===== config.mk =====
export PLATFORM = sky130hd
export DESIGN_NAME = rvvi_tracer
export DESIGN_NICKNAME = d
export VERILOG_FILES = /design/src/hdl/trace_pkg.sv /design/src/hdl/trace_ctrl_fsm.sv /design/src/hdl/retire_order_counter.sv /design/src/hdl/retire_record_reg.sv /design/src/hdl/csr_writeback_map.sv /design/src/hdl/rvvi_tracer.sv
export SDC_FILE = /design/constraint.sdc
export NUM_CORES = 2
export LEC_CHECK = 0
export BUFFER_PORTS_ARGS = -buffer_cell sky130_fd_sc_hd__buf_2
export CORE_AREA = 2 2 666 668
export CTS_CLUSTER_SIZE = 8
export DETAILED_ROUTE_END_ITERATION = 12
export DIE_AREA = 0 0 668 670
export PLACE_DENSITY_LB_ADDON = 0.05
export SETUP_SLACK_MARGIN = 0.4
export SYNTH_ARGS = -nofsm -noshare
export SYNTH_HDL_FRONTEND = slang
export SYNTH_SLANG_ARGS = --single-unit

===== constraint.sdc =====
create_clock -name clk_i -period 73.3 [get_ports clk_i]
set_input_delay 7.33 -clock clk_i [delete_from_list [all_inputs] [get_ports clk_i]]
set_output_delay 7.33 -clock clk_i [all_outputs]
set_load 0.03 [all_outputs]

===== src/hdl/trace_pkg.sv =====
//////////////////////////////
// Widths and encodings shared by the tracer; only ten machine CSRs are tracked
// CSR slot order must match the address list order
//////////////////////////////

package trace_pkg;

    // Architectural register width
    localparam int XLEN       = 32;

    // General register file
    localparam int NUM_XREGS  = 32;
    localparam int XREG_AW    = $clog2(NUM_XREGS);

    // Privilege mode field
    localparam int MODE_W     = 2;

    // Tracked CSR slots
    localparam int NUM_CSR    = 10;
    localparam int CSR_AW     = 12;
    localparam int CSR_SLOT_W = $clog2(NUM_CSR);

    //////////////////////////////
    // Tracked CSR addresses
    //////////////////////////////

    // Machine info registers first, then trap setup and handling
    typedef enum logic [CSR_AW-1:0] {
        CSR_MISA      = 12'h301,
        CSR_MVENDORID = 12'hF11,
        CSR_MARCHID   = 12'hF12,
        CSR_MIMPID    = 12'hF13,
        CSR_MHARTID   = 12'hF14,
        CSR_MSTATUS   = 12'h300,
        CSR_MIE       = 12'h304,
        CSR_MTVEC     = 12'h305,
        CSR_MEPC      = 12'h341,
        CSR_MCAUSE    = 12'h342
    } csr_addr_e;

    // Bit position in the CSR flag vector, same order as above
    typedef enum logic [CSR_SLOT_W-1:0] {
        SLOT_MISA      = 4'd0,
        SLOT_MVENDORID = 4'd1,
        SLOT_MARCHID   = 4'd2,
        SLOT_MIMPID    = 4'd3,
        SLOT_MHARTID   = 4'd4,
        SLOT_MSTATUS   = 4'd5,
        SLOT_MIE       = 4'd6,
        SLOT_MTVEC     = 4'd7,
        SLOT_MEPC      = 4'd8,
        SLOT_MCAUSE    = 4'd9
    } csr_slot_e;

    //////////////////////////////
    // Trace control states
    //////////////////////////////

    typedef enum logic [1:0] {
        TRACE_OFF     = 2'd0,
        TRACE_RUN     = 2'd1,
        TRACE_HALTED  = 2'd2
    } trace_state_e;

endpackage


===== src/hdl/trace_ctrl_fsm.sv =====
//////////////////////////////
// Retirements are only accepted in the run state with the enable level high
// A halting record parks the machine until the enable level drops
//////////////////////////////

`timescale 1ns/1ns

module trace_ctrl_fsm import trace_pkg::*; (
    input  logic clk_i,
    input  logic reset_i,
    input  logic trace_en_i,
    input  logic rvfi_valid_i,
    input  logic rvfi_halt_i,
    output logic capture_o,
    output logic valid_o
);

    trace_state_e state_q;
    trace_state_e state_d;

    // Accept strobe, same cycle as the retirement
    assign capture_o = (state_q == TRACE_RUN) && trace_en_i && rvfi_valid_i;

    //////////////////////////////
    // Next state
    //////////////////////////////

    always_comb begin
        state_d = state_q;
        case (state_q)
            TRACE_OFF: begin
                if (trace_en_i) begin
                    state_d = TRACE_RUN;
                end
            end
            TRACE_RUN: begin
                // Enable drop wins over a halt in the same cycle
                if (!trace_en_i) begin
                    state_d = TRACE_OFF;
                end else if (capture_o && rvfi_halt_i) begin
                    state_d = TRACE_HALTED;
                end
            end
            TRACE_HALTED: begin
                // Only way out is a disable
                if (!trace_en_i) begin
                    state_d = TRACE_OFF;
                end
            end
            default: begin
                state_d = TRACE_OFF;
            end
        endcase
    end

    // State and record-valid registers
    always_ff @(posedge clk_i) begin
        if (reset_i) begin
            state_q <= TRACE_OFF;
            valid_o <= 1'b0;
        end else begin
            state_q <= state_d;
            // One pulse per accepted retirement
            valid_o <= capture_o;
        end
    end

    //////////////////////////////
    // Checks
    //////////////////////////////

    // Record pulse must trace back to an accepted retirement
    a_valid_follows_capture: assert property (
        @(posedge clk_i) disable iff (reset_i)
        valid_o |-> $past(capture_o)
    ) else $error("valid_o without capture in previous cycle");

    // Halted machine stays silent until disabled
    a_no_capture_halted: assert property (
        @(posedge clk_i) disable iff (reset_i)
        (state_q == TRACE_HALTED) |-> !capture_o
    ) else $error("capture_o raised while halted");

endmodule


===== src/hdl/retire_order_counter.sv =====
//////////////////////////////
// Order number wraps silently at ORDER_W bits
//////////////////////////////

`timescale 1ns/1ns

module retire_order_counter import trace_pkg::*; #(
    parameter int ORDER_W = 64
) (
    input  logic               clk_i,
    input  logic               reset_i,
    input  logic               capture_i,
    output logic [ORDER_W-1:0] order_o
);

    // Number to hand out on the next accepted record
    logic [ORDER_W-1:0] next_q;

    // Value shown alongside valid_o
    logic [ORDER_W-1:0] order_q;

    always_ff @(posedge clk_i) begin
        if (reset_i) begin
            next_q  <= '0;
            order_q <= '0;
        end else if (capture_i) begin
            // Show the pre-increment count, then advance
            order_q <= next_q;
            next_q  <= next_q + 1'b1;
        end
    end

    assign order_o = order_q;

endmodule


===== src/hdl/retire_record_reg.sv =====
//////////////////////////////
// Fields of an accepted retirement, held until the next capture
// Write data slots are only meaningful while the matching flag is set
//////////////////////////////

`timescale 1ns/1ns

module retire_record_reg import trace_pkg::*; (
    input  logic                            clk_i,
    input  logic                            reset_i,
    input  logic                            capture_i,
    input  logic [XLEN-1:0]                 rvfi_insn_i,
    input  logic [XLEN-1:0]                 rvfi_pc_rdata_i,
    input  logic [XLEN-1:0]                 rvfi_pc_wdata_i,
    input  logic [XREG_AW-1:0]              rvfi_rd_addr_i,
    input  logic [XLEN-1:0]                 rvfi_rd_wdata_i,
    input  logic                            rvfi_trap_i,
    input  logic                            rvfi_intr_i,
    input  logic                            rvfi_halt_i,
    input  logic [MODE_W-1:0]               rvfi_mode_i,
    output logic [XLEN-1:0]                 insn_o,
    output logic [XLEN-1:0]                 pc_rdata_o,
    output logic [XLEN-1:0]                 pc_wdata_o,
    output logic                            trap_o,
    output logic                            intr_o,
    output logic                            halt_o,
    output logic [MODE_W-1:0]               mode_o,
    output logic [NUM_XREGS-1:0]            x_wb_o,
    output logic [NUM_XREGS-1:0][XLEN-1:0]  x_wdata_o
);

    // Decoded writeback, before the register stage
    logic [NUM_XREGS-1:0]           x_wb_d;
    logic [NUM_XREGS-1:0][XLEN-1:0] x_wdata_d;

    //////////////////////////////
    // Destination decode
    //////////////////////////////

    always_comb begin
        x_wb_d    = '0;
        x_wdata_d = '0;
        // x0 is hardwired zero, never reported as written
        if (rvfi_rd_addr_i != '0) begin
            x_wb_d[rvfi_rd_addr_i]    = 1'b1;
            x_wdata_d[rvfi_rd_addr_i] = rvfi_rd_wdata_i;
        end
    end

    // Flags and status bits
    always_ff @(posedge clk_i) begin
        if (reset_i) begin
            x_wb_o <= '0;
            trap_o <= 1'b0;
            intr_o <= 1'b0;
            halt_o <= 1'b0;
        end else if (capture_i) begin
            x_wb_o <= x_wb_d;
            trap_o <= rvfi_trap_i;
            intr_o <= rvfi_intr_i;
            halt_o <= rvfi_halt_i;
        end
    end

    // Payload fields
    always_ff @(posedge clk_i) begin
        if (capture_i) begin
            insn_o     <= rvfi_insn_i;
            pc_rdata_o <= rvfi_pc_rdata_i;
            pc_wdata_o <= rvfi_pc_wdata_i;
            mode_o     <= rvfi_mode_i;
            x_wdata_o  <= x_wdata_d;
        end
    end

    //////////////////////////////
    // Checks
    //////////////////////////////

    // At most one destination per retirement, and never x0
    a_x_wb_onehot: assert property (
        @(posedge clk_i) disable iff (reset_i)
        $onehot0(x_wb_o) && !x_wb_o[0]
    ) else $error("x_wb_o not one-hot or flags x0");

endmodule


===== src/hdl/csr_writeback_map.sv =====
//////////////////////////////
// Only the ten tracked CSRs get slots; writes to any other address are dropped
// The CSR address is taken from instruction bits 31:20
//////////////////////////////

`timescale 1ns/1ns

module csr_writeback_map import trace_pkg::*; (
    input  logic                          clk_i,
    input  logic                          reset_i,
    input  logic                          capture_i,
    input  logic                          rvfi_csr_wen_i,
    input  logic [XLEN-1:0]               rvfi_insn_i,
    input  logic [XLEN-1:0]               rvfi_csr_wdata_i,
    output logic [NUM_CSR-1:0]            csr_wb_o,
    output logic [NUM_CSR-1:0][XLEN-1:0]  csr_wdata_o
);

    // CSR field of the instruction
    csr_addr_e csr_addr;

    // Slot lookup result
    csr_slot_e csr_slot;
    logic      csr_hit;

    // Decoded flags and data
    logic [NUM_CSR-1:0]           csr_wb_d;
    logic [NUM_CSR-1:0][XLEN-1:0] csr_wdata_d;

    assign csr_addr = csr_addr_e'(rvfi_insn_i[31:20]);

    //////////////////////////////
    // Address to slot
    //////////////////////////////

    always_comb begin
        csr_slot = SLOT_MISA;
        csr_hit  = 1'b1;
        case (csr_addr)
            CSR_MISA:      csr_slot = SLOT_MISA;
            CSR_MVENDORID: csr_slot = SLOT_MVENDORID;
            CSR_MARCHID:   csr_slot = SLOT_MARCHID;
            CSR_MIMPID:    csr_slot = SLOT_MIMPID;
            CSR_MHARTID:   csr_slot = SLOT_MHARTID;
            CSR_MSTATUS:   csr_slot = SLOT_MSTATUS;
            CSR_MIE:       csr_slot = SLOT_MIE;
            CSR_MTVEC:     csr_slot = SLOT_MTVEC;
            CSR_MEPC:      csr_slot = SLOT_MEPC;
            CSR_MCAUSE:    csr_slot = SLOT_MCAUSE;
            // Untracked address
            default:       csr_hit  = 1'b0;
        endcase
    end

    // Flag and data for the matched slot only
    always_comb begin
        csr_wb_d    = '0;
        csr_wdata_d = '0;
        if (rvfi_csr_wen_i && csr_hit) begin
            csr_wb_d[csr_slot]    = 1'b1;
            csr_wdata_d[csr_slot] = rvfi_csr_wdata_i;
        end
    end

    //////////////////////////////
    // Output registers
    //////////////////////////////

    // Flags cleared on reset, follow every capture
    always_ff @(posedge clk_i) begin
        if (reset_i) begin
            csr_wb_o <= '0;
        end else if (capture_i) begin
            csr_wb_o <= csr_wb_d;
        end
    end

    // Data slots
    always_ff @(posedge clk_i) begin
        if (capture_i) begin
            csr_wdata_o <= csr_wdata_d;
        end
    end

    // A single retirement writes one CSR at most
    a_csr_wb_onehot: assert property (
        @(posedge clk_i) disable iff (reset_i)
        $onehot0(csr_wb_o)
    ) else $error("csr_wb_o has more than one flag set");

endmodule


===== src/hdl/rvvi_tracer.sv =====
//////////////////////////////
// Records appear one cycle after the retirement strobe; no back-pressure
//////////////////////////////

`timescale 1ns/1ns

module rvvi_tracer import trace_pkg::*; #(
    parameter int ORDER_W = 64
) (
    input  logic                            clk_i,
    input  logic                            reset_i,
    input  logic                            trace_en_i,
    input  logic                            rvfi_valid_i,
    input  logic [XLEN-1:0]                 rvfi_insn_i,
    input  logic [XLEN-1:0]                 rvfi_pc_rdata_i,
    input  logic [XLEN-1:0]                 rvfi_pc_wdata_i,
    input  logic [XREG_AW-1:0]              rvfi_rd_addr_i,
    input  logic [XLEN-1:0]                 rvfi_rd_wdata_i,
    input  logic                            rvfi_csr_wen_i,
    input  logic [XLEN-1:0]                 rvfi_csr_wdata_i,
    input  logic                            rvfi_trap_i,
    input  logic                            rvfi_intr_i,
    input  logic                            rvfi_halt_i,
    input  logic [MODE_W-1:0]               rvfi_mode_i,
    output logic                            valid_o,
    output logic [ORDER_W-1:0]              order_o,
    output logic [XLEN-1:0]                 insn_o,
    output logic [XLEN-1:0]                 pc_rdata_o,
    output logic [XLEN-1:0]                 pc_wdata_o,
    output logic                            trap_o,
    output logic                            intr_o,
    output logic                            halt_o,
    output logic [MODE_W-1:0]               mode_o,
    output logic [NUM_XREGS-1:0]            x_wb_o,
    output logic [NUM_XREGS-1:0][XLEN-1:0]  x_wdata_o,
    output logic [NUM_CSR-1:0]              csr_wb_o,
    output logic [NUM_CSR-1:0][XLEN-1:0]    csr_wdata_o
);

    // Accept strobe shared by all capture stages
    logic capture;

    // Enable and halt control
    trace_ctrl_fsm u_ctrl (
        .clk_i        (clk_i),
        .reset_i      (reset_i),
        .trace_en_i   (trace_en_i),
        .rvfi_valid_i (rvfi_valid_i),
        .rvfi_halt_i  (rvfi_halt_i),
        .capture_o    (capture),
        .valid_o      (valid_o)
    );

    // Record numbering
    retire_order_counter #(
        .ORDER_W (ORDER_W)
    ) u_order (
        .clk_i     (clk_i),
        .reset_i   (reset_i),
        .capture_i (capture),
        .order_o   (order_o)
    );

    // Retirement fields and register writeback
    retire_record_reg u_record (
        .clk_i           (clk_i),
        .reset_i         (reset_i),
        .capture_i       (capture),
        .rvfi_insn_i     (rvfi_insn_i),
        .rvfi_pc_rdata_i (rvfi_pc_rdata_i),
        .rvfi_pc_wdata_i (rvfi_pc_wdata_i),
        .rvfi_rd_addr_i  (rvfi_rd_addr_i),
        .rvfi_rd_wdata_i (rvfi_rd_wdata_i),
        .rvfi_trap_i     (rvfi_trap_i),
        .rvfi_intr_i     (rvfi_intr_i),
        .rvfi_halt_i     (rvfi_halt_i),
        .rvfi_mode_i     (rvfi_mode_i),
        .insn_o          (insn_o),
        .pc_rdata_o      (pc_rdata_o),
        .pc_wdata_o      (pc_wdata_o),
        .trap_o          (trap_o),
        .intr_o          (intr_o),
        .halt_o          (halt_o),
        .mode_o          (mode_o),
        .x_wb_o          (x_wb_o),
        .x_wdata_o       (x_wdata_o)
    );

    // Tracked CSR writeback
    csr_writeback_map u_csr (
        .clk_i            (clk_i),
        .reset_i          (reset_i),
        .capture_i        (capture),
        .rvfi_csr_wen_i   (rvfi_csr_wen_i),
        .rvfi_insn_i      (rvfi_insn_i),
        .rvfi_csr_wdata_i (rvfi_csr_wdata_i),
        .csr_wb_o         (csr_wb_o),
        .csr_wdata_o      (csr_wdata_o)
    );

endmodule


# == After elaboration in Yosys (flattened, before gate mapping) ==
# Cells that the tools add are included.
# classes
muxes,17
n_reduce_logical,10
n_eq_ne,15
addsub,1
magnitude_cmp,4
n_bitwise,2
# ops
cell,n
AND 1024 bit,1
AND 320 bit,1
demux 32 bit (select 5 bit),1
demux 32 bit (select 4 bit),1
2-to-1 mux 32 bit,3
"equality test 12 x 10 -> 1 bit, second input constant",6
"adder 64 x 1 -> 64 bit, second input constant",1
"equality test 12 bit, second input constant",4
one-hot mux 4 bit (9 select lines),1
2-to-1 mux 10 bit,1
OR reduction 10 bit,1
2-to-1 mux 2 bit,4
logical AND 1 bit,6
"less-than comparator 5 x 6 -> 1 bit, second input constant",1
one-hot mux 2 bit (3 select lines),1
demux 1 bit (select 5 bit),1
">= comparator 5 x 1 -> 1 bit, second input constant",1
"less-than comparator 4 x 5 -> 1 bit, second input constant",1
nonzero test 5 bit,1
demux 1 bit (select 4 bit),1
">= comparator 4 x 1 -> 1 bit, second input constant",1
"!= test 2 bit, second input constant",2
2-to-1 mux 1 bit,3
"!= test 3 bit, second input constant",1
other kinds (4),4
# totals
register_bits,1618
inputBits,175
word_cells,104
out_inout_bits,1552

# == Depth between registers and ports, before layout ==
# depth
depth_word,7
ltp_mapped,8

# == Hierarchy ==
# From an unflattened synthesis, not the netlist that was laid out.
# unflattened
hier_cells,3987
area_unflattened_um2,60221.5
# modules_own_cells
mod,cells_per_inst,instances,seq_area_each_um2,area_per_inst_um2
retire_record_reg,2580,1,34393.0,42145.4
csr_writeback_map,823,1,9809.4,12643.4
retire_order_counter,572,1,2562.5,5306.3
trace_ctrl_fsm,12,1,60.1,126.4

# == Least setup slack after synthesis ==
# OpenSTA, ideal clock, no wires.
# synth_path
path_kind,input-to-reg
startpoint,input port rvfi_valid_i
endpoint,register u_csr.csr_wdata_o[0] (netlist bit) (enable)
setup_time_ns,2.371
setup_slack_ns,24.125
path_buffers,2
t_required_ns,70.929
path_stages,4
t_arrival_ns,46.804
cell_sequence,nand4b_4 -> inv_2 -> clkbuf_1 -> clkbuf_1
# synth_via
elab_chain_cells,1
# synth_lines
item,line_no,text
start: declaration,rvvi_tracer.sv:13,"input logic rvfi_valid_i,"
logical AND 1 bit,trace_ctrl_fsm.sv:22,assign capture_o = (state_q == TRACE_RUN) && trace_en_i && rvfi_valid_i;
named net capture,rvvi_tracer.sv:41,logic capture;
end signal: assignment,csr_writeback_map.sv:81,csr_wdata_o <= csr_wdata_d;
end: declaration,csr_writeback_map.sv:16,output logic [NUM_CSR-1:0][XLEN-1:0] csr_wdata_o
# The timed path passes the listed nets, and every way through them passes these cells.
# A chain may end at the register's enable or synchronous reset.

# == Worst setup path in the final report ==
# layout_path
startpoint,input port rvfi_valid_i
endpoint,register u_csr.csr_wdata_o[208] (netlist bit) (enable)
# layout_via
elab_chain_cells,1
# layout_lines
item,line_no
logical AND 1 bit,trace_ctrl_fsm.sv:22
# Every way passes these cells.

==> key figures <==
Timing
  – Slew margin rel.: 0.232
  – Post-route minimum period: 11.60 ns
  – RSZ-0062 raised after global routing: no
  – Fin Clk Skew: 0.109 ns
  – Fin. max-slew vios: 0
  – # setup viols final: 0
  – Setup TNS: 0 ns
  – Final worst slack: 61.70 ns
  – Worst slew pin tran: 1.15 ns
  – Crit share post-route: 0.158
  – Fmax: 0.0862 GHz
  – Final Hold Vio Count: 0

Synthesis
  – Multiplexer share of the synthesized area: 0.000189
  – Complex-gate fraction of the synthesized area: 0.0181
  – Largest family of logic cells by synthesized area: simple AND/OR/NAND/NOR gates
  – Simple-gate share of the synthesized area: 0.170
  – Post-Synth XOR/XNOR Area: 0.00442
  – Synthesized area per cell: 15.1 um^2
  – Share of the synthesized area in the top cell type: 0.728
  – Ys flop type: edfxtp_1
  – Ys Warns: 0
  – Most frequent cells after synthesis: 1442 x edfxtp_1, 1059 x and2_1, 302 x nor2_1, 269 x clkbuf_1, 269 x nand2_1
  – Seq cells post-synth: 1618
  – Synth Area in Adders: 0.000210
  – Syn Inst Count: 3943
  – Sequential area share after synthesis: 0.787
  – Post-synthesis cell area: roughly 60000 um^2
  – Largest area contributor in the netlist: edfxtp_1
  – Asr flop ratio synth: 0
  – Post-synth cell types: a little under 60
  – Post-synth EDFFs: ~1400
  – Most common cell in the synthesized netlist: edfxtp_1
  – Top cells by area, synth: edfxtp_1 73%, and2_1 11%, dfxtp_1 5.9%

Critical path
  – Worst setup SP type: input port
  – Crit Path Category: input port to register
  – Crit-path max FO: 158
  – Critical Path AT: 12.10 ns
  – Crit end category: register
  – CP required: 73.80 ns
  – R2R cell count: 7

Clocking
  – Setup Fix Bufs, Post-CTS: 0
  – Clock tree from TritonCTS: built
  – CTS root buffer: clkbuf_16
  – H-tree depth: 4
  – Post-CTS resize count: 0
  – Worst-skew pair later-pin latency: 0.97 ns
  – Clk sinks: 1618
  – Post-CTS Hold Buffers: 0
  – Inserted Clock Buffers: about 230
  – Clk pin slew, worst setup/hold paths: ~0.05 ns
  – CTS max path bufs: 4

Power and ir drop
  – Clock power frac: 0.473
  – Logic pwr share: 0.062
  – P_int: between 1.5 and 2 mW
  – Net switching power: 571 uW
  – Peak supply drop: roughly 0.000021 V
  – Overall power: 2.21 mW
  – Leak Pwr: between 20 and 30 nW
  – Sw frac: 0.259
  – PD cells: 26.8 nW/um^2
  – Reg power frac: 0.465

Global routing
  – Vias in the first global route: 39000
  – Initial antenna violation count: slightly above 80
  – Grt ovf: 0
  – Gr usage total: 0.151
  – First-pass GRT wire length: between 400000 and 500000 um
  – Largest net degree at the start of global routing: 178

Layout
  – Share of cells above drive strength 1: 0.367
  – Final #Nets: slightly below 6000
  – Area growth syn-to-layout: 38.3%

Die
  – Die X: 668 um
  – Starting density of the core: 0.135
  – Chip height: 670 um
  – DIE AREA: 448000 um^2
  – Core area: between 400000 and 500000 um^2
  – I/O pins: approximately 1700
  – Row cnt: 244

Place
  – Number of port buffers: 1726
  – GPL Wtd Cong: 0.742
  – Post-DP HPWL: between 200000 and 250000 um
  – Pre-CTS WS: 60.63 ns

Routing
  – DR vias/cell: 3.32
  – DR WL/cell: 29.7 um
  – Routed WL: 352000 um
  – DR vias: 39300
  – DRC Markers: 0
  – DR iter-0 viols: about 2600
  – Antenna Violating Nets Remaining: 0
  – Drt first pass iters: 5

Min path
  – HP Class: register to register
  – Hold Path Cell Cnt: 2

Job
  – Max-cap viol count: 0

Status
  – Outcome: complete, no violations
through the flow:
stage,cells,hold slack [ns],cell area [um^2],utilization
after detailed placement,11400,0.438,75500,0.171
after global placement,11400,0.435,75500,0.171
after floorplan,3974,0.429,59600,-
after global routing,11800,0.474,82200,0.187
final,11800,0.443,82200,0.187
after CTS,11800,0.451,82100,0.187
final timing paths:
| check | startpoint | endpoint | slack (ns) |
|---|---|---|---|
| worst max register to register | u_ctrl.state_q[1] | u_csr.csr_wdata_o[208] | 67.88 |
| worst min-delay path | u_csr.csr_wb_o[0] | u_csr.csr_wb_o[0] | 0.44 |
| worst max-delay path | rvfi_valid_i | u_csr.csr_wdata_o[208] | 61.70 |
| worst min register to register | u_csr.csr_wb_o[0] | u_csr.csr_wb_o[0] | 0.44 |
power by group through the flow:
stage / clock, mW / sequential (mW) / combinational, mW
after floorplan: 0 / 1.12 / 0.0214
after global placement: 0 / 1.04 / 0.145
after detailed placement: 0 / 1.04 / 0.145
after CTS: 1.09 / 1.02 / 0.145
after global routing: 1.12 / 1.03 / 0.145
final: 1.04 / 1.02 / 0.138
layout by cell type (no fill, tap or decap), types with 14 or more instances in the layout:
master / count
nand3_1: 26
edfxtp_1: 1442
dfxtp_1: 176
conb_1: 32
o21ai_0: 20
nand4_1: 24
diode_2: 54
or4_1: 22
nor2_1: 270
clkbuf_16: 234
o31ai_1: 21
or3_1: 14
nor2_4: 51
and2_1: 1059
nand2_1: 267
xor2_1: 20
clkbuf_1: 113
a21oi_1: 138
buf_4: 80
buf_2: 1723
cell type report:
type	count	area (um^2)
fillers	48200	358000
flip-flops and latches	1618	46800
multi-input cells	2067	11900
repair buffers	1810	9360
well taps	5904	7390
clock buffers	354	6380
clock inverters	15	240
diodes	54	135
inverters	11	48.8
routing by layer:
layer	vias to the layer above	track usage	wire length (um)
li1	17400	-	-
met1	20300	0.158	124000
met2	1424	0.288	190000
met3	294	0.0542	30800
met4	2	0.0262	6000
met5	-	0	7
registers in the layout, summed over array words and instances, names as in the netlist:
name and count:
u_record.halt_o 1, u_csr.csr_wdata_o 320, u_record.pc_rdata_o 32, u_record.x_wdata_o 1024, u_ctrl.state_q 2, u_record.pc_wdata_o 32, u_ctrl.valid_o 1, u_record.mode_o 2
u_record.x_wb_o 32, u_csr.csr_wb_o 10, u_record.insn_o 32, u_order.order_o 64, u_record.trap_o 1, u_order.next_q 64, u_record.intr_o 1
worst max-delay path: stages:
cell and delay [ns]:
buf_2 0.11, nand4b_4 0.26, inv_8 0.43, buf_12 0.69, buf_4 0.61, buf_4 0.64, buf_4 0.62, buf_12 0.69
logic make-up after synthesis:
kind of cell	after synthesis
flip-flops	1618
buffers and inverters	289
multiplexers	1
XOR/XNOR	30
adder cells (fa/ha/maj)	1
other	1
AO/OA/AOI/OAI	193
AND/OR/NAND/NOR	1810
Power figures use the tool's default switching activity.
